===== config.mk =====
export PLATFORM = sky130hd
export DESIGN_NAME = advtim_top
export DESIGN_NICKNAME = d
export VERILOG_FILES = /design/src/hdl/advtim_reg_pkg.sv /design/src/hdl/advtim_gen_pkg.sv /design/src/hdl/advtim_regs.sv /design/src/hdl/advtim_gen_counter.sv /design/src/hdl/advtim_gen_channel.sv /design/src/hdl/advtim_top.sv
export SDC_FILE = /design/constraint.sdc
export NUM_CORES = 1
export LEC_CHECK = 0
export BUFFER_PORTS_ARGS = -buffer_cell sky130_fd_sc_hd__buf_2
export CAP_MARGIN = 5
export CORE_ASPECT_RATIO = 0.9
export CORE_MARGIN = 5
export CORE_UTILIZATION = 26
export DETAILED_ROUTE_END_ITERATION = 12
export PLACE_DENSITY = 0.38
export REMOVE_ABC_BUFFERS = 1
export SYNTH_ARGS = -nofsm -noshare
export SYNTH_HDL_FRONTEND = slang
export SYNTH_HIERARCHICAL = 1
export SYNTH_SLANG_ARGS = --single-unit

===== constraint.sdc =====
create_clock -name module_clk -period 4 [get_ports module_clk]
set_input_delay 0.4 -clock module_clk [delete_from_list [all_inputs] [get_ports module_clk]]
set_output_delay 0.4 -clock module_clk [all_outputs]
set_load 0.005 [all_outputs]

===== src/hdl/advtim_reg_pkg.sv =====
//==================================================
// register map of the timer
// bus types for the APB-style setup/access protocol,
// register offsets and the interrupt source vector
//==================================================

`default_nettype none

package advtim_reg_pkg;

	typedef logic [7:0]  reg_addr_t;
	typedef logic [31:0] reg_data_t;

	// one bus transfer as seen by the register block
	typedef struct packed {
		reg_addr_t paddr;
		logic      pwrite;
		logic      psel;
		logic      penable;
		reg_data_t pwdata;
	} apb_req_t;

	//==================================================
	// register offsets
	//==================================================

	// bit 0 start, bit 1 stop, reads back running
	localparam reg_addr_t ADDR_CTRL    = 8'h00;
	localparam reg_addr_t ADDR_PSC     = 8'h04;
	localparam reg_addr_t ADDR_ARR     = 8'h08;
	localparam reg_addr_t ADDR_CC1     = 8'h0C;
	localparam reg_addr_t ADDR_CC2     = 8'h10;
	localparam reg_addr_t ADDR_CC3     = 8'h14;
	// four config bits per channel
	localparam reg_addr_t ADDR_CHCFG   = 8'h18;
	localparam reg_addr_t ADDR_DTG     = 8'h1C;
	// bit 0 enable, bit 1 polarity
	localparam reg_addr_t ADDR_BRK     = 8'h20;
	localparam reg_addr_t ADDR_INT_EN  = 8'h24;
	// write one to clear
	localparam reg_addr_t ADDR_INT_STA = 8'h28;

	// bit 0 update event, bit 1 fault
	localparam int INT_W = 2;

	typedef logic [INT_W-1:0] int_vec_t;

endpackage

`default_nettype wire


===== src/hdl/advtim_gen_pkg.sv =====
//==================================================
// PWM generator definitions
// counter and dead-time widths, channel count,
// per-channel config and pin structs
//==================================================

`default_nettype none

package advtim_gen_pkg;

	localparam int CNT_W  = 16;
	localparam int DTG_W  = 8;
	localparam int NUM_CH = 3;

	typedef logic [CNT_W-1:0] cnt_t;
	typedef logic [DTG_W-1:0] dtg_t;

	// output enable and polarity of the pin pair
	typedef struct packed {
		logic en_p;
		logic en_n;
		logic pol_p;
		logic pol_n;
	} ch_cfg_t;

	// pin levels, oen is active low
	typedef struct packed {
		logic p;
		logic n;
		logic oen_p;
		logic oen_n;
	} ch_out_t;

	// shadow values seen by the counter
	typedef struct packed {
		cnt_t psc;
		cnt_t arr;
	} gen_cfg_t;

	typedef struct packed {
		logic en;
		logic pol;
	} brk_cfg_t;

endpackage

`default_nettype wire


===== src/hdl/advtim_regs.sv =====
//==================================================
// bus register block of the timer
// preload and shadow registers, start/stop pulses,
// interrupt enable/status and read mux
//==================================================

`default_nettype none

module advtim_regs
(
	input  logic                     module_clk,
	input  logic                     module_rstn,

	input  advtim_reg_pkg::apb_req_t apb_req,
	output advtim_reg_pkg::reg_data_t prdata,

	output logic                     start,
	output logic                     stop,
	input  logic                     running,
	input  logic                     update,
	input  logic                     fault,

	output advtim_gen_pkg::gen_cfg_t gen_cfg,
	output advtim_gen_pkg::brk_cfg_t brk_cfg,
	output advtim_gen_pkg::cnt_t     cc     [advtim_gen_pkg::NUM_CH],
	output advtim_gen_pkg::ch_cfg_t  ch_cfg [advtim_gen_pkg::NUM_CH],
	output advtim_gen_pkg::dtg_t     dtg,

	output logic                     int_line
);

	import advtim_reg_pkg::*;
	import advtim_gen_pkg::*;

	logic     wr_en;
	logic     rd_en;
	gen_cfg_t gen_pre;
	cnt_t     cc_pre [NUM_CH];
	dtg_t     dtg_pre;
	int_vec_t int_en;
	int_vec_t int_sta;
	int_vec_t int_set;
	int_vec_t int_clr;

	assign wr_en = apb_req.psel & apb_req.penable & apb_req.pwrite;
	assign rd_en = apb_req.psel & apb_req.penable & ~apb_req.pwrite;

	//==================================================
	// bus writes
	//==================================================

	always_ff @(posedge module_clk or negedge module_rstn)
	begin
		if (!module_rstn)
		begin
			gen_pre <= '0;
			cc_pre  <= '{default: '0};
			ch_cfg  <= '{default: '0};
			dtg_pre <= '0;
			brk_cfg <= '0;
			int_en  <= '0;
		end
		else if (wr_en)
		begin
			case (apb_req.paddr)
				ADDR_PSC:    gen_pre.psc <= apb_req.pwdata[CNT_W-1:0];
				ADDR_ARR:    gen_pre.arr <= apb_req.pwdata[CNT_W-1:0];
				ADDR_CC1:    cc_pre[0]   <= apb_req.pwdata[CNT_W-1:0];
				ADDR_CC2:    cc_pre[1]   <= apb_req.pwdata[CNT_W-1:0];
				ADDR_CC3:    cc_pre[2]   <= apb_req.pwdata[CNT_W-1:0];
				ADDR_CHCFG:
				begin
					for (int i = 0; i < NUM_CH; i++)
						ch_cfg[i] <= apb_req.pwdata[i*$bits(ch_cfg_t) +: $bits(ch_cfg_t)];
				end
				ADDR_DTG:    dtg_pre     <= apb_req.pwdata[DTG_W-1:0];
				ADDR_BRK:
				begin
					brk_cfg.en  <= apb_req.pwdata[0];
					brk_cfg.pol <= apb_req.pwdata[1];
				end
				ADDR_INT_EN: int_en      <= apb_req.pwdata[INT_W-1:0];
				default:     ;
			endcase
		end
	end

	// control bits become single-cycle pulses
	always_ff @(posedge module_clk or negedge module_rstn)
	begin
		if (!module_rstn)
		begin
			start <= 1'b0;
			stop  <= 1'b0;
		end
		else
		begin
			start <= wr_en && (apb_req.paddr == ADDR_CTRL) && apb_req.pwdata[0];
			stop  <= wr_en && (apb_req.paddr == ADDR_CTRL) && apb_req.pwdata[1];
		end
	end

	//==================================================
	// shadow registers
	//==================================================

	// follow the preload while stopped, else only at wrap
	always_ff @(posedge module_clk or negedge module_rstn)
	begin
		if (!module_rstn)
		begin
			gen_cfg <= '0;
			cc      <= '{default: '0};
			dtg     <= '0;
		end
		else if (update || !running)
		begin
			gen_cfg <= gen_pre;
			cc      <= cc_pre;
			dtg     <= dtg_pre;
		end
	end

	//==================================================
	// interrupts
	//==================================================

	assign int_set = {fault, update};
	assign int_clr = (wr_en && (apb_req.paddr == ADDR_INT_STA)) ?
		apb_req.pwdata[INT_W-1:0] : '0;

	// a new event wins over a clear in the same cycle
	always_ff @(posedge module_clk or negedge module_rstn)
	begin
		if (!module_rstn)
			int_sta <= '0;
		else
			int_sta <= (int_sta & ~int_clr) | int_set;
	end

	assign int_line = |(int_sta & int_en);

	// read mux
	always_comb
	begin
		prdata = '0;
		if (rd_en)
		begin
			case (apb_req.paddr)
				ADDR_CTRL:    prdata[0]         = running;
				ADDR_PSC:     prdata[CNT_W-1:0] = gen_pre.psc;
				ADDR_ARR:     prdata[CNT_W-1:0] = gen_pre.arr;
				ADDR_CC1:     prdata[CNT_W-1:0] = cc_pre[0];
				ADDR_CC2:     prdata[CNT_W-1:0] = cc_pre[1];
				ADDR_CC3:     prdata[CNT_W-1:0] = cc_pre[2];
				ADDR_CHCFG:
				begin
					for (int i = 0; i < NUM_CH; i++)
						prdata[i*$bits(ch_cfg_t) +: $bits(ch_cfg_t)] = ch_cfg[i];
				end
				ADDR_DTG:     prdata[DTG_W-1:0] = dtg_pre;
				ADDR_BRK:
				begin
					prdata[0] = brk_cfg.en;
					prdata[1] = brk_cfg.pol;
				end
				ADDR_INT_EN:  prdata[INT_W-1:0] = int_en;
				ADDR_INT_STA: prdata[INT_W-1:0] = int_sta;
				default:      ;
			endcase
		end
	end

endmodule

`default_nettype wire


===== src/hdl/advtim_gen_counter.sv =====
//==================================================
// run control and time base
// break synchronizer and fault latch,
// prescaler and auto-reload up-counter
//==================================================

`default_nettype none

module advtim_gen_counter
(
	input  logic                     module_clk,
	input  logic                     module_rstn,

	input  logic                     start,
	input  logic                     stop,
	input  advtim_gen_pkg::gen_cfg_t gen_cfg,
	input  advtim_gen_pkg::brk_cfg_t brk_cfg,
	input  logic                     brk_pin,

	output logic                     running,
	output logic                     update,
	output logic                     fault,
	output advtim_gen_pkg::cnt_t     cnt,
	output logic                     brk_active
);

	import advtim_gen_pkg::*;

	logic [1:0] brk_sync;
	logic       brk_hit;
	logic       tick;
	logic       wrap;
	cnt_t       psc_cnt;

	//==================================================
	// break input
	//==================================================

	always_ff @(posedge module_clk or negedge module_rstn)
	begin
		if (!module_rstn)
			brk_sync <= 2'b00;
		else
			brk_sync <= {brk_sync[0], brk_pin};
	end

	assign brk_hit = brk_cfg.en && (brk_sync[1] == brk_cfg.pol);

	// latched fault, released only by a start once the pin is quiet
	always_ff @(posedge module_clk or negedge module_rstn)
	begin
		if (!module_rstn)
		begin
			brk_active <= 1'b0;
			fault      <= 1'b0;
		end
		else
		begin
			fault <= brk_hit && !brk_active;
			if (brk_hit)
				brk_active <= 1'b1;
			else if (start)
				brk_active <= 1'b0;
		end
	end

	// stop and break take priority over start
	always_ff @(posedge module_clk or negedge module_rstn)
	begin
		if (!module_rstn)
			running <= 1'b0;
		else if (stop || brk_hit)
			running <= 1'b0;
		else if (start)
			running <= 1'b1;
	end

	//==================================================
	// prescaler and counter
	//==================================================

	assign tick   = running && (psc_cnt >= gen_cfg.psc);
	assign wrap   = tick && (cnt >= gen_cfg.arr);
	assign update = start || wrap;

	always_ff @(posedge module_clk or negedge module_rstn)
	begin
		if (!module_rstn)
		begin
			psc_cnt <= '0;
			cnt     <= '0;
		end
		else if (start)
		begin
			psc_cnt <= '0;
			cnt     <= '0;
		end
		else if (running)
		begin
			psc_cnt <= tick ? '0 : psc_cnt + 1'b1;
			if (wrap)
				cnt <= '0;
			else if (tick)
				cnt <= cnt + 1'b1;
		end
	end

endmodule

`default_nettype wire


===== src/hdl/advtim_gen_channel.sv =====
//==================================================
// one compare channel
// PWM reference, dead-time insertion on the
// complementary pair, polarity and break gating
//==================================================

`default_nettype none

module advtim_gen_channel
(
	input  logic                    module_clk,
	input  logic                    module_rstn,

	input  logic                    running,
	input  logic                    brk_active,
	input  advtim_gen_pkg::cnt_t    cnt,
	input  advtim_gen_pkg::cnt_t    cc,
	input  advtim_gen_pkg::ch_cfg_t cfg,
	input  advtim_gen_pkg::dtg_t    dtg,

	output advtim_gen_pkg::ch_out_t ch_out
);

	import advtim_gen_pkg::*;

	logic    oc_ref;
	logic    oc_ref_q;
	logic    oc_edge;
	logic    dead_done;
	logic    p_lvl;
	logic    n_lvl;
	dtg_t    dt_cnt;
	dtg_t    dt_next;
	ch_out_t out_next;

	// high while the counter is below the compare value
	assign oc_ref  = running && (cnt < cc);
	assign oc_edge = oc_ref != oc_ref_q;

	//==================================================
	// dead time
	//==================================================

	// every reference edge restarts the dead-time count
	assign dt_next   = oc_edge ? dtg : ((dt_cnt != '0) ? dt_cnt - 1'b1 : '0);
	assign dead_done = (dt_next == '0);

	always_ff @(posedge module_clk or negedge module_rstn)
	begin
		if (!module_rstn)
		begin
			oc_ref_q <= 1'b0;
			dt_cnt   <= '0;
		end
		else
		begin
			oc_ref_q <= oc_ref;
			dt_cnt   <= dt_next;
		end
	end

	// falling side drops at once, rising side waits
	assign p_lvl = oc_ref && dead_done;
	assign n_lvl = !oc_ref && dead_done;

	//==================================================
	// polarity, enables and break
	//==================================================

	always_comb
	begin
		if (!running || brk_active)
		begin
			// inactive levels, pins released
			out_next.p     = cfg.pol_p;
			out_next.n     = cfg.pol_n;
			out_next.oen_p = 1'b1;
			out_next.oen_n = 1'b1;
		end
		else
		begin
			out_next.p     = p_lvl ^ cfg.pol_p;
			out_next.n     = n_lvl ^ cfg.pol_n;
			out_next.oen_p = !cfg.en_p;
			out_next.oen_n = !cfg.en_n;
		end
	end

	always_ff @(posedge module_clk or negedge module_rstn)
	begin
		if (!module_rstn)
			ch_out <= '{p: 1'b0, n: 1'b0, oen_p: 1'b1, oen_n: 1'b1};
		else
			ch_out <= out_next;
	end

endmodule

`default_nettype wire


===== src/hdl/advtim_top.sv =====
//==================================================
// timer top level
// register block, time base and the three
// complementary compare channels
//==================================================

`default_nettype none

module advtim_top
(
	input  logic                      module_clk,
	input  logic                      module_rstn,

	input  advtim_reg_pkg::apb_req_t  apb_req,
	output advtim_reg_pkg::reg_data_t prdata,

	input  logic                      brk_pin,
	output advtim_gen_pkg::ch_out_t   ch_out [advtim_gen_pkg::NUM_CH],

	output logic                      int_line
);

	import advtim_gen_pkg::*;

	logic     start;
	logic     stop;
	logic     running;
	logic     update;
	logic     fault;
	logic     brk_active;
	cnt_t     cnt;
	gen_cfg_t gen_cfg;
	brk_cfg_t brk_cfg;
	cnt_t     cc     [NUM_CH];
	ch_cfg_t  ch_cfg [NUM_CH];
	dtg_t     dtg;

	advtim_regs advtim_regs_inst
	(
		.module_clk  (module_clk),
		.module_rstn (module_rstn),
		.apb_req     (apb_req),
		.prdata      (prdata),
		.start       (start),
		.stop        (stop),
		.running     (running),
		.update      (update),
		.fault       (fault),
		.gen_cfg     (gen_cfg),
		.brk_cfg     (brk_cfg),
		.cc          (cc),
		.ch_cfg      (ch_cfg),
		.dtg         (dtg),
		.int_line    (int_line)
	);

	advtim_gen_counter advtim_gen_counter_inst
	(
		.module_clk  (module_clk),
		.module_rstn (module_rstn),
		.start       (start),
		.stop        (stop),
		.gen_cfg     (gen_cfg),
		.brk_cfg     (brk_cfg),
		.brk_pin     (brk_pin),
		.running     (running),
		.update      (update),
		.fault       (fault),
		.cnt         (cnt),
		.brk_active  (brk_active)
	);

	//==================================================
	// compare channels
	//==================================================

	for (genvar i = 0; i < NUM_CH; i++)
	begin : gen_ch
		advtim_gen_channel advtim_gen_channel_inst
		(
			.module_clk  (module_clk),
			.module_rstn (module_rstn),
			.running     (running),
			.brk_active  (brk_active),
			.cnt         (cnt),
			.cc          (cc[i]),
			.cfg         (ch_cfg[i]),
			.dtg         (dtg),
			.ch_out      (ch_out[i])
		);
	end

endmodule

`default_nettype wire


=== Word-level counts from Yosys, hierarchy flattened ===
Cells that the tools add are included.
Widths: inputs -> output; s select.

* Register bits after elaboration: 272
* Output and inout port bits: 45
* Word-level logic and storage cells: 173
* Input port bits: 46

* Eq/ne operators: 14
* Order comparisons: 5
* Bitwise operators: 14
* Muxes and demuxes: 27
* Add/subtract/negate cells: 5
* Reduce and logical (&&, ||, !) cells: 54

{| class="wikitable"
|+ Operators by type and width
! kind !! number
|-
| $mux 16 || 8
|-
| $lt 16x16->1 || 3
|-
| $mux 8 || 6
|-
| $pmux 6 s7 || 1
|-
| $add 16x1->16 const B || 2
|-
| $eq 8x5->1 const B || 4
|-
| $ge 16x16->1 || 2
|-
| $logic_not 8->1 || 4
|-
| $eq 8x6->1 const B || 3
|-
| $pmux 4 s6 || 1
|-
| $reduce_bool 8->1 || 3
|-
| $sub 8x1->8 const B || 3
|-
| $pmux 4 s5 || 1
|-
| $reduce_and 2->1 || 10
|-
| $logic_and 1x1->1 || 17
|-
| $eq 8x4->1 const B || 2
|-
| $mux 4 || 3
|-
| $logic_not 1->1 || 11
|-
| $pmux 1 s11 || 1
|-
| $pmux 1 s10 || 1
|-
| $eq 8x3->1 const B || 1
|-
| $reduce_bool 2->1 || 3
|-
| $xor 1x1->1 || 6
|-
| $and 2x2->2 || 2
|-
| 11 further kinds || 21
|}

=== Logic depth before layout (Yosys ltp) ===
Gate-level depths: netlist of run 1.

* Word-level depth: 8
* Depth in mapped cells: 13
* Mapped depth without buffers: 10

=== Cells and area by module ===
Netlist of run 1, hierarchy kept.

{| class="wikitable"
|+ Modules (own cells, without submodules)
! module !! seq. area each (um2) !! instances !! area an instance (um2) !! cells each
|-
| advtim_regs || 4904.7 || 1 || 8632.0 || 609
|-
| advtim_gen_channel || 327.8 || 3 || 1184.9 || 130
|-
| advtim_gen_counter || 925.9 || 1 || 2643.8 || 302
|}

=== Least setup slack after synthesis of run 1 ===
Ideal clock, no wire load.

* Path kind: flip-flop to flip-flop
* Start point: register advtim_gen_counter_inst.psc_cnt[11]
* End point: register, netlist name advtim_regs_inst/gen_cfg[21]
* Cell stages (with the launch flop): 13
* Buffers on the path: 3
* Arrival: 3291 ps
* Required time: 3875 ps
* Path slack: 584 ps
* Cells stage by stage: dfrtp_1 -> ha_1 -> a21oi_1 -> o21ai_1 -> a2111oi_0 -> nand3_1 -> nand2_1 -> nor2_1 -> nor2b_1 -> clkbuf_1 -> clkbuf_1 -> buf_1 -> mux2_2

* Word-level cells in the longest chain between the ends: 5

{| class="wikitable"
|+ Ends and longest elaborated chain
! what !! RTL line !! source
|-
| start: declaration || advtim_gen_counter.sv:33 || <nowiki>cnt_t psc_cnt;</nowiki>
|-
| start signal: assignment || advtim_gen_counter.sv:100 || <nowiki>psc_cnt <= tick ? '0 : psc_cnt + 1'b1;</nowiki>
|-
| $ge 16x16->1 || advtim_gen_counter.sv:82 || <nowiki>assign tick = running && (psc_cnt >= gen_cfg.psc);</nowiki>
|-
| $logic_and 1x1->1 || advtim_gen_counter.sv:82 ||
|-
| $logic_and 1x1->1 || advtim_gen_counter.sv:83 || <nowiki>assign wrap = tick && (cnt >= gen_cfg.arr);</nowiki>
|-
| $logic_or 1x1->1 || advtim_gen_counter.sv:84 || <nowiki>assign update = start || wrap;</nowiki>
|-
| named net update || advtim_top.sv:28 || <nowiki>logic update;</nowiki>
|-
| $logic_or 1x1->1 || advtim_regs.sv:116 || <nowiki>else if (update || !running)</nowiki>
|}

The timed path passes the listed nets, and every way through them passes these cells.
A chain may end at the register's enable or synchronous reset.

=== Worst setup path in the final report of run 1 ===
* Start point: register advtim_gen_counter_inst.cnt[5]
* End point: register advtim_regs_inst/cc[39] (netlist bit)

* Word-level cells in the longest chain between the ends: 4

{| class="wikitable"
|+ Ends and longest elaborated chain
! what !! RTL line !! source
|-
| start: declaration || advtim_gen_counter.sv:23 || <nowiki>output advtim_gen_pkg::cnt_t cnt,</nowiki>
|-
| start signal: assignment || advtim_gen_counter.sv:104 || <nowiki>cnt <= cnt + 1'b1;</nowiki>
|-
| $ge 16x16->1 || advtim_gen_counter.sv:83 ||
|-
| $logic_and 1x1->1 || advtim_gen_counter.sv:83 ||
|-
| $logic_or 1x1->1 || advtim_gen_counter.sv:84 ||
|-
| named net update || advtim_top.sv:28 ||
|-
| $logic_or 1x1->1 || advtim_regs.sv:116 ||
|-
| end signal: assignment || advtim_regs.sv:119 || <nowiki>cc <= cc_pre;</nowiki>
|-
| end: declaration || advtim_regs.sv:25 || <nowiki>output advtim_gen_pkg::cnt_t cc [advtim_gen_pkg::NUM_CH],</nowiki>
|}

The timed path passes the listed nets, and every way through them passes these cells.

==> impl_metrics.toml, run 1 <==
[status]
status = "finished clean"

[global_routing]
grt_pass1_wl_um = 69900
use_met3_pct = 2.36
use_met1_pct = 23.4
track_usage_pct = 15.0
grt.busiest_layer = "met1"
overflow = 0
grt_pass1_vias = 10492
antenna_found_initial = 4
grt_max_degree = 85
globalRouteMet2Util_pct = 21.5

[final_layout]
multi_input_area_mm2 = 0.00738
final_cells = 2184
fill_cells = 5877
layout-drive-gt1-share_pct = 30.6
regArea_mm2 = 0.00681
area_delta_synth_final_pct = 17.1
fin_nets = 1520

[yosys]
ys_types = 81
async_flop_share_pct = 100
netlist_area_mm2 = 0.0148
synth_seq_cells = 272
ys_seq_area_share_pct = 45.9
synthTopCellsByArea = "dfrtp_1 45%, mux2_2 17%, ha_1 6.9%, inv_1 2.6%, nand2_1 2.2%"
yosysMostFrequentCell = "dfrtp_1"
synth_top_cell_by_area = "dfrtp_1"
yosysWarnings = 6
synthCells = 1301
synth_common_cells = "266 x dfrtp_1, 225 x mux2_2, 102 x inv_1"
synth-main-ff-cell = "dfrtp_1"
avgSynthCellArea_um2 = 11.4
synth_top_area_share_pct = 44.9
synth_edf_count = 0

[die]
rows = 83
ioPinCount = 91
core-area_mm2 = 0.0568
die_w_um = 262
die-area_mm2 = 0.0619
fp.dieH_um = 237
floorplan.initialDensity_pct = 26.1

[sta]
final_max_slew_viol_count = 0
hold_viol_final = 0
rsz0062_at_grt = "no"
fmax_mhz = 310
worst_pin_slew_ps = 900
skew_ps = 24.7
slew_headroom_pct = 39.9
setup_viol = 0
setup_tns_ps = 0
min_period_ps = 3230
holdWs_ps = 159
min_period_over_period_pct = 80.7

[critical_path]
required_ps = 4410
worstPathArrival_ps = 3640
critical_path_class = "flip-flop to flip-flop"
critPathCaptureType = "flip-flop"
crit_fanout = 53
reg2reg_slack_ps = 770
start_kind = "flip-flop"

[cts]
post_cts_buffers = 0
cts_tree = "done"
clk_pin_slew_worst_paths_ps = 60
cts_max_level = 2
worstSkewPairLatency_ps = 550
root_buffer = "clkbuf_16"
clockBufferDepth = 3
cts-hold-fix-buffers = 2
cts_buffers = 35
cts.sink_count = 272
cts_resized = 0

[drt]
vias = 10274
drtIter0Drc = 629
viasPerCell = 4.70
wl_um = 46500
wl_per_cell_um = 21.3
drc = 0
drt_first_pass_iters = 5
postRouteAntennaNets = 0

[min_path]
min_path_type = "input port to flip-flop"

[power]
switching_share_pct = 27.6
max-vdd-ir-drop_v = 0.000218
power.density_mw_per_mm2 = 426
pwr-share-seq_pct = 42.4
internal-power_mw = 5.35
p_leak_nw = 8.01
p_comb_share_pct = 14.2
finalPower_mw = 7.39
p_sw_mw = 2.04
power.share.clock_pct = 43.4

[place]
gp_congestion = 0.804
port_buffers = 58
hpwl_um = 33500
place_inst = 2118

[job]
maxCapViolCount = 0
[path summary, 6_finish.rpt]
| kind | startpoint | end | depth (start not counted) |
|---|---|---|---|
| setup / recovery | advtim_gen_counter_inst/cnt[5]$_DFFE_PN0P_ | advtim_regs_inst/cc[39]$_DFFE_PN0P_ | 10 |
| hold / removal | apb_req[12] | advtim_regs_inst/cc_pre[12]$_DFFE_PN0P_ | 2 |
| setup reg to reg | advtim_gen_counter_inst/cnt[5]$_DFFE_PN0P_ | advtim_regs_inst/cc[39]$_DFFE_PN0P_ | 10 |
| hold reg to reg | advtim_regs_inst/stop$_DFF_PN0_ | advtim_gen_counter_inst/running$_DFFE_PN0P_ | 1 |
| max in group asynchronous | module_rstn | advtim_regs_inst/cc_pre[39]$_DFFE_PN0P_ | 3 |
| min in group asynchronous | module_rstn | advtim_regs_inst/gen_cfg[28]$_DFFE_PN0P_ | 2 |
[layout by cell type (no fill, tap or decap), types with 24 or more instances in the layout]
| cell | n |
|---|---|
| buf_4 | 34 |
| nand2_1 | 87 |
| clkbuf_16 | 36 |
| a21oi_1 | 34 |
| nor2_1 | 68 |
| buf_2 | 57 |
| nand3_1 | 34 |
| dfrtp_1 | 266 |
| mux2_2 | 225 |
| ha_1 | 82 |
| o21ai_0 | 24 |
| inv_1 | 102 |
[flip-flops by register name, indices dropped and copies added (netlist names)]
| signal | cells |
|---|---|
| advtim_regs_inst/dtg | 8 |
| advtim_gen_counter_inst/cnt | 16 |
| advtim_regs_inst/gen_pre | 32 |
| gen_ch.advtim_gen_channel_inst/dt_cnt | 24 |
| advtim_regs_inst/brk_cfg | 2 |
| advtim_regs_inst/cc | 48 |
| advtim_regs_inst/ch_cfg | 12 |
| advtim_regs_inst/int_en | 2 |
| advtim_regs_inst/int_sta | 2 |
| advtim_regs_inst/cc_pre | 48 |
| advtim_gen_counter_inst/brk_sync | 2 |
| advtim_gen_counter_inst/running | 1 |
| advtim_regs_inst/gen_cfg | 32 |
| advtim_gen_counter_inst/fault | 1 |
| advtim_gen_counter_inst/brk_active | 1 |
| gen_ch.advtim_gen_channel_inst/ch_out | 12 |
| advtim_regs_inst/start | 1 |
| advtim_gen_counter_inst/psc_cnt | 16 |
| gen_ch.advtim_gen_channel_inst/oc_ref_q | 3 |
| advtim_regs_inst/stop | 1 |
| advtim_regs_inst/dtg_pre | 8 |
[per-stage QoR]
step | setup WS (ps) | area [um2] | util, %
CTS | 777 | 17400 | 30.6
finish | 773 | 17400 | 30.6
floorplan | -2510 | 14600 | -
detailed placement | 781 | 16200 | 28.5
global placement | 754 | 16200 | 28.5
global route | 532 | 17400 | 30.6
[cell type report]
class / instances / area share [%]
Multi-Input combinational cell: 883 / 42.5
Sequential cell: 272 / 39.3
Clock buffer: 49 / 5.93
Tap cell: 765 / 5.51
Timing Repair Buffer: 98 / 3.78
Inverter: 102 / 2.21
Clock inverter: 13 / 0.778
Antenna cell: 2 / 0.0288
[critical path, cell delays in order, from the launching register on]
cell	delay (ps)
dfrtp_1	510
ha_1	360
a21oi_1	150
o21ai_0	190
a2111o_1	530
o21ai_1	150
buf_4	160
nor2_1	130
nor2b_4	200
buf_12	330
mux2_2	380
[layer usage]
metal  vias up  routed length [um]  share of wire [%]
met5         -                  13              0.028
met1      5165               24500                 53
met2       183               19300                 42
met3        52                1800                3.9
met4         2                 843                1.8
li1       4872                   -                  -
[cells by family (layout without fill, tap and decap cells)]
group                    after synthesis  count (layout)  synth area share [%]
multiplexers                         251             251                  19.3
flip-flops                           272             272                  45.9
XOR/XNOR                              29              29                  2.09
AND/OR/NAND/NOR                      321             321                  11.7
buffers and inverters                161             262                  4.72
other                                  1              18                0.0253
adder cells (fa/ha/maj)               82              82                  6.92
AO/OA/AOI/OAI                        184             184                  9.36
[power by group through the flow]
stage | sequential, mW | combinational, mW | clock, mW
2_1_floorplan | 3.12 | 0.741 | 0
3_3_place_gp | 3.18 | 1.04 | 0
3_5_place_dp | 3.18 | 1.05 | 0
4_1_cts | 3.13 | 1.06 | 3.33
5_1_grt | 3.16 | 1.17 | 3.44
6_report | 3.13 | 1.05 | 3.21
Note: power is estimated with default switching activity, not from simulation.
==> run 2, diff against run 1 <==
Settings changed: ABC_AREA set to 1, PLACE_DENSITY 0.38 to 0.39.
Clock period 4 ns to 2.9 ns, I/O delays scaled along.
==> impl_metrics.toml, run 2 <==
[status]
status = "finished clean"

[global_routing]
use_met3_pct = 1.76
track_usage_pct = 14.2
grt_pass1_vias = 11951
grt.busiest_layer = "met2"
antenna_found_initial = 0
overflow = 0
globalRouteMet2Util_pct = 23.3
grt_pass1_wl_um = 70500
use_met1_pct = 19.7
grt_max_degree = 89

[final_layout]
antennaDiodeCount = 0
area_delta_synth_final_pct = 16.8
final_cell_mix = "489 x nand2_1, 267 x inv_1, 266 x dfrtp_1"
reg.largest.list = "advtim_regs_inst/cc (48), advtim_regs_inst/cc_pre (48)"
fin_nets = 2048
final_common_cell = "nand2_1"
final_util_pct = 30.7
layout-drive-gt1-share_pct = 18.7

[critical_path]
critical_path_class = "flip-flop to flip-flop"
critPathCaptureType = "flip-flop"
required_ps = 3320
reg2reg_depth = 14
start_kind = "flip-flop"
crit_fanout = 48
worstPathArrival_ps = 3080

[sta]
skew_ps = 35.5
slew_headroom_pct = 53.0
setup_viol = 0
min_period_ps = 2660
hold_viol_final = 0
holdWs_ps = 82.8
worst_pin_slew_ps = 702
setup_ws_ps = 239
rsz0062_at_grt = "no"
fmax_mhz = 376
setup_tns_ps = 0
final_max_slew_viol_count = 0
min_period_over_period_pct = 91.8

[drt]
drc = 0
vias = 11755
viasPerCell = 4.32
postRouteAntennaNets = 0
wl_per_cell_um = 16.4
drt_first_pass_iters = 4
drtIter0Drc = 659
wl_um = 44800

[cts]
clockBufferDepth = 3
cts_buffers = 36
cts.sink_count = 272
cts_tree = "done"
post_cts_buffers = 0
worstSkewPairLatency_ps = 560
cts_resized = 0
cts_max_level = 2
root_buffer = "clkbuf_16"
clk_pin_slew_worst_paths_ps = 60
cts-hold-fix-buffers = 2

[yosys]
ys_seq_area_share_pct = 44.4
synthTopCellsByArea = "dfrtp_1 43%, nand2_1 12%, ha_1 6.7%, inv_1 6.5%, mux2_2 6.4%"
synth_common_cells = "490 x nand2_1, 267 x inv_1, 266 x dfrtp_1"
avgSynthCellArea_um2 = 8.42
synthCells = 1822
yosysWarnings = 6
netlist_area_mm2 = 0.0153
synth_seq_cells = 272
synth_edf_count = 0
async_flop_share_pct = 100
yosysMostFrequentCell = "nand2_1"
synth_top_area_share_pct = 43.4
synth-main-ff-cell = "dfrtp_1"
ys_types = 45
synth_top_cell_by_area = "dfrtp_1"

[place]
hpwl_um = 32900
port_buffers = 58
post-place-ws_ps = 262
gp_congestion = 0.805

[die]
die_w_um = 266
ioPinCount = 91
fp.dieH_um = 240
die-area_mm2 = 0.0640
core-area_mm2 = 0.0584
floorplan.initialDensity_pct = 26.3
rows = 84

[power]
p_leak_nw = 9.06
max-vdd-ir-drop_v = 0.000304
power.density_mw_per_mm2 = 578
finalPower_mw = 10.4

[min_path]
min_path_cells = 3
min_path_type = "input port to flip-flop"

[job]
maxCapViolCount = 0
-- run 2: cell count changes after synthesis, sizes merged, moves of 14 or more --
cell,delta
nand2,+441
inv,+171
mux2,-146
o21ai,+89
nand3,+79
nor2,+75
clkbuf,-18
buf,+17
a21oi,+16
mux2i,-16
nand2b,-16
nor4,-14
-- run 2: metal layers --
metal | part of all wire [%] | vias up
met1 | 48 | 5601
met2 | 46 | 146
met4 | 2.5 | 0
met3 | 2.6 | 57
met5 | 0 | -
li1 | - | 5951
-- run 2: final timing paths --
check                                                               from                                             to  slack [ps]
max in group asynchronous                                    module_rstn          advtim_regs_inst/int_sta[0]$_DFF_PN0_        1820
min in group asynchronous                                    module_rstn        advtim_regs_inst/cc_pre[10]$_DFFE_PN0P_         220
hold / removal                                               apb_req[14]        advtim_regs_inst/cc_pre[46]$_DFFE_PN0P_          80
setup reg to reg                advtim_regs_inst/gen_cfg[26]$_DFFE_PN0P_            advtim_regs_inst/cc[14]$_DFFE_PN0P_         240
setup / recovery                advtim_regs_inst/gen_cfg[26]$_DFFE_PN0P_            advtim_regs_inst/cc[14]$_DFFE_PN0P_         240
hold reg to reg            advtim_gen_counter_inst/brk_sync[0]$_DFF_PN0_  advtim_gen_counter_inst/brk_sync[1]$_DFF_PN0_         360
-- run 2: cell families (layout without fill, tap and decap cells) --
logic type	after synthesis	after routing	share of synthesized area [%]
adder cells (fa/ha/maj)	82	82	6.69
XOR/XNOR	17	17	0.970
AO/OA/AOI/OAI	182	182	6.33
buffers and inverters	331	442	9.23
AND/OR/NAND/NOR	850	850	26.0
other	1	16	0.0244
flip-flops	272	272	44.4
multiplexers	87	87	6.38
-- run 2: area by class of cell --
| type | instances | area (um2) |
|---|---|---|
| tap | 774 | 968 |
| inverter | 273 | 1020 |
| timing repair buffer | 103 | 718 |
| multi-input combinational | 1234 | 7180 |
| fill | 6320 | 40500 |
| clock buffer | 55 | 1060 |
| sequential | 272 | 6810 |
| clock inverter | 11 | 164 |
-- run 2: power breakdown --
part           switching, mW  leakage (nW)  internal (mW)
Clock                   1.80         0.603           2.81
Sequential             0.176          3.71           4.02
Combinational           1.02          4.75          0.548
-- run 2: worst max-delay path: stages, from the launching register on --
cell     delay (ps)
dfrtp_1         460
inv_1            80
ha_1            280
nand2_1          40
inv_1            70
nand2_1          70
a21oi_2         190
nor3_4           90
a21oi_4         220
nand2_4          60
inv_2            60
inv_1           100
nand2_4         120
buf_12          290
mux2_2          370
-- run 2: metrics by stage --
step,instance area [um2],std cells
global placement,16700,2654
floorplan,15000,1779
finish,17900,2722
CTS,17900,2722
global route,17900,2722
detailed placement,16700,2654
==> run 3, diff against run 2 <==
Settings changed: ABC_AREA 1 to not set, CTS_CLUSTER_DIAMETER set to 80.
==> impl_metrics.toml, run 3 (synthesized netlist as in run 1, its figures left out) <==
[sta]
holdWs_ps = 48.2
min_period_ps = 2760
hold_viol_final = 0
setup_ws_ps = 141
skew_ps = 16.2
worst_pin_slew_ps = 745
fmax_mhz = 362
final_max_slew_viol_count = 0
min_period_over_period_pct = 95.2
setup_viol = 0
slew_headroom_pct = 50.4

[die]
core-area_mm2 = 0.0568
rows = 83
die_w_um = 262
ioPinCount = 91
floorplan.initialDensity_pct = 26.1
die-area_mm2 = 0.0619
fp.dieH_um = 237

[place]
gp_congestion = 0.836
place_area_mm2 = 0.0166
port_buffers = 58
hpwl_um = 34000
place_inst = 2160
post-place-ws_ps = -13.9

[drt]
drc = 0
vias = 10519
drt_first_pass_iters = 4
postRouteAntennaNets = 0
wl_per_cell_um = 20.7
drtIter0Drc = 733
viasPerCell = 4.71
wl_um = 46100

[global_routing]
overflow = 0
antenna_found_initial = 5
grt_pass1_vias = 10811
grt_max_degree = 80
track_usage_pct = 14.9
grt_pass1_wl_um = 70000

[final_layout]
fin_nets = 1564
area_delta_synth_final_pct = 21.0
final_cells = 2231
final_area_mm2 = 0.0179
layout-drive-gt1-share_pct = 33.3
final_common_cell = "dfrtp_1"
final_cell_mix = "265 x dfrtp_1, 225 x mux2_2, 102 x inv_1"
reg.largest.list = "advtim_regs_inst/cc (48), advtim_regs_inst/cc_pre (48)"

[cts]
cts_buffers = 37
cts_tree = "done"
post_cts_buffers = 0
cts_max_level = 2
clockBufferDepth = 3
cts.sink_count = 272
worstSkewPairLatency_ps = 550
root_buffer = "clkbuf_16"
clk_pin_slew_worst_paths_ps = 60

[critical_path]
crit_fanout = 11
reg2reg_depth = 11
critical_path_class = "flip-flop to flip-flop"
start_kind = "flip-flop"
required_ps = 3320
worstPathArrival_ps = 3180
critPathCaptureType = "flip-flop"

[power]
finalPower_mw = 10.6
p_leak_nw = 8.33
max-vdd-ir-drop_v = 0.000313
power.density_mw_per_mm2 = 591

[min_path]
min_path_cells = 2
min_path_type = "input port to flip-flop"

[job]
maxCapViolCount = 0

[status]
status = "finished clean"
run 3: cell types whose count changed in the layout (fill, tap and decap cells not counted), moves of 31 or more:
cell,before,now
buf_4,37,68
nand3_1,97,34
o21ai_0,83,24
mux2_2,87,225
o21ai_1,42,11
nor2_1,111,67
nand2_1,489,86
inv_1,267,102
run 3: metal layers:
metal	global-route usage, %	up-vias	wire length, um
met5	0	-	13
met4	4.06	2	1020
met3	3.12	62	2430
met2	20.9	218	18800
met1	22.9	5294	23900
li1	-	4943	-
run 3: worst max-delay path: stages, from the launching register on:
cell and delay [ps]:
dfrtp_1 410, ha_1 330, and4_2 290, nand2_1 130
or3_1 430, nand3_1 140, nand2_2 90, nor2_4 150
nor2b_4 70, buf_12 150, buf_12 150, mux2_2 280
run 3: worst paths after layout:
path	from	slack [ps]	end
max	advtim_gen_counter_inst/psc_cnt[14]$_DFFE_PN0P_	140	advtim_regs_inst/gen_cfg[2]$_DFFE_PN0P_
min	apb_req[12]	50	advtim_regs_inst/cc_pre[12]$_DFFE_PN0P_
max reg2reg	advtim_gen_counter_inst/psc_cnt[14]$_DFFE_PN0P_	140	advtim_regs_inst/gen_cfg[2]$_DFFE_PN0P_
min reg2reg	advtim_gen_counter_inst/brk_sync[0]$_DFF_PN0_	360	advtim_gen_counter_inst/brk_sync[1]$_DFF_PN0_
max in group asynchronous	module_rstn	1590	advtim_gen_counter_inst/cnt[1]$_DFFE_PN0P_
min in group asynchronous	module_rstn	350	advtim_regs_inst/gen_cfg[31]$_DFFE_PN0P_
run 3: repair_timing:
item / 4_1_cts / 5_1_grt
hold buffers: 2 / 0
endpoints found under the hold margin: 72 / 0
pin swaps: 0 / 1
resized for setup: 4 / 8
setup endpoints to repair: 65 / 95
run 3: area by class of cell:
type	count	area, um2
Fill cell	5793	38900
Multi-Input combinational cell	883	7430
Sequential cell	272	6820
Clock buffer	54	1100
Timing Repair Buffer	140	1070
Tap cell	765	957
Inverter	102	383
Clock inverter	13	180
Antenna cell	2	5.00
run 3: report_power, final:
group          total (mW)  leakage, nW  switching, mW  internal, mW
sequential           4.32         3.72          0.301          4.02
combinational        1.48         3.97          0.758         0.721
clock                4.80        0.636           1.80          2.99
run 3: metrics by stage:
| stage | utilization, % | setup TNS (ps) |
|---|---|---|
| 5_1_grt | 31.6 | -26.9 |
| 3_3_place_gp | 29.2 | -0.741 |
| 3_5_place_dp | 29.2 | -102 |
| 6_report | 31.6 | 0 |
| 2_1_floorplan | - | -317370 |
| 4_1_cts | 31.5 | 0 |
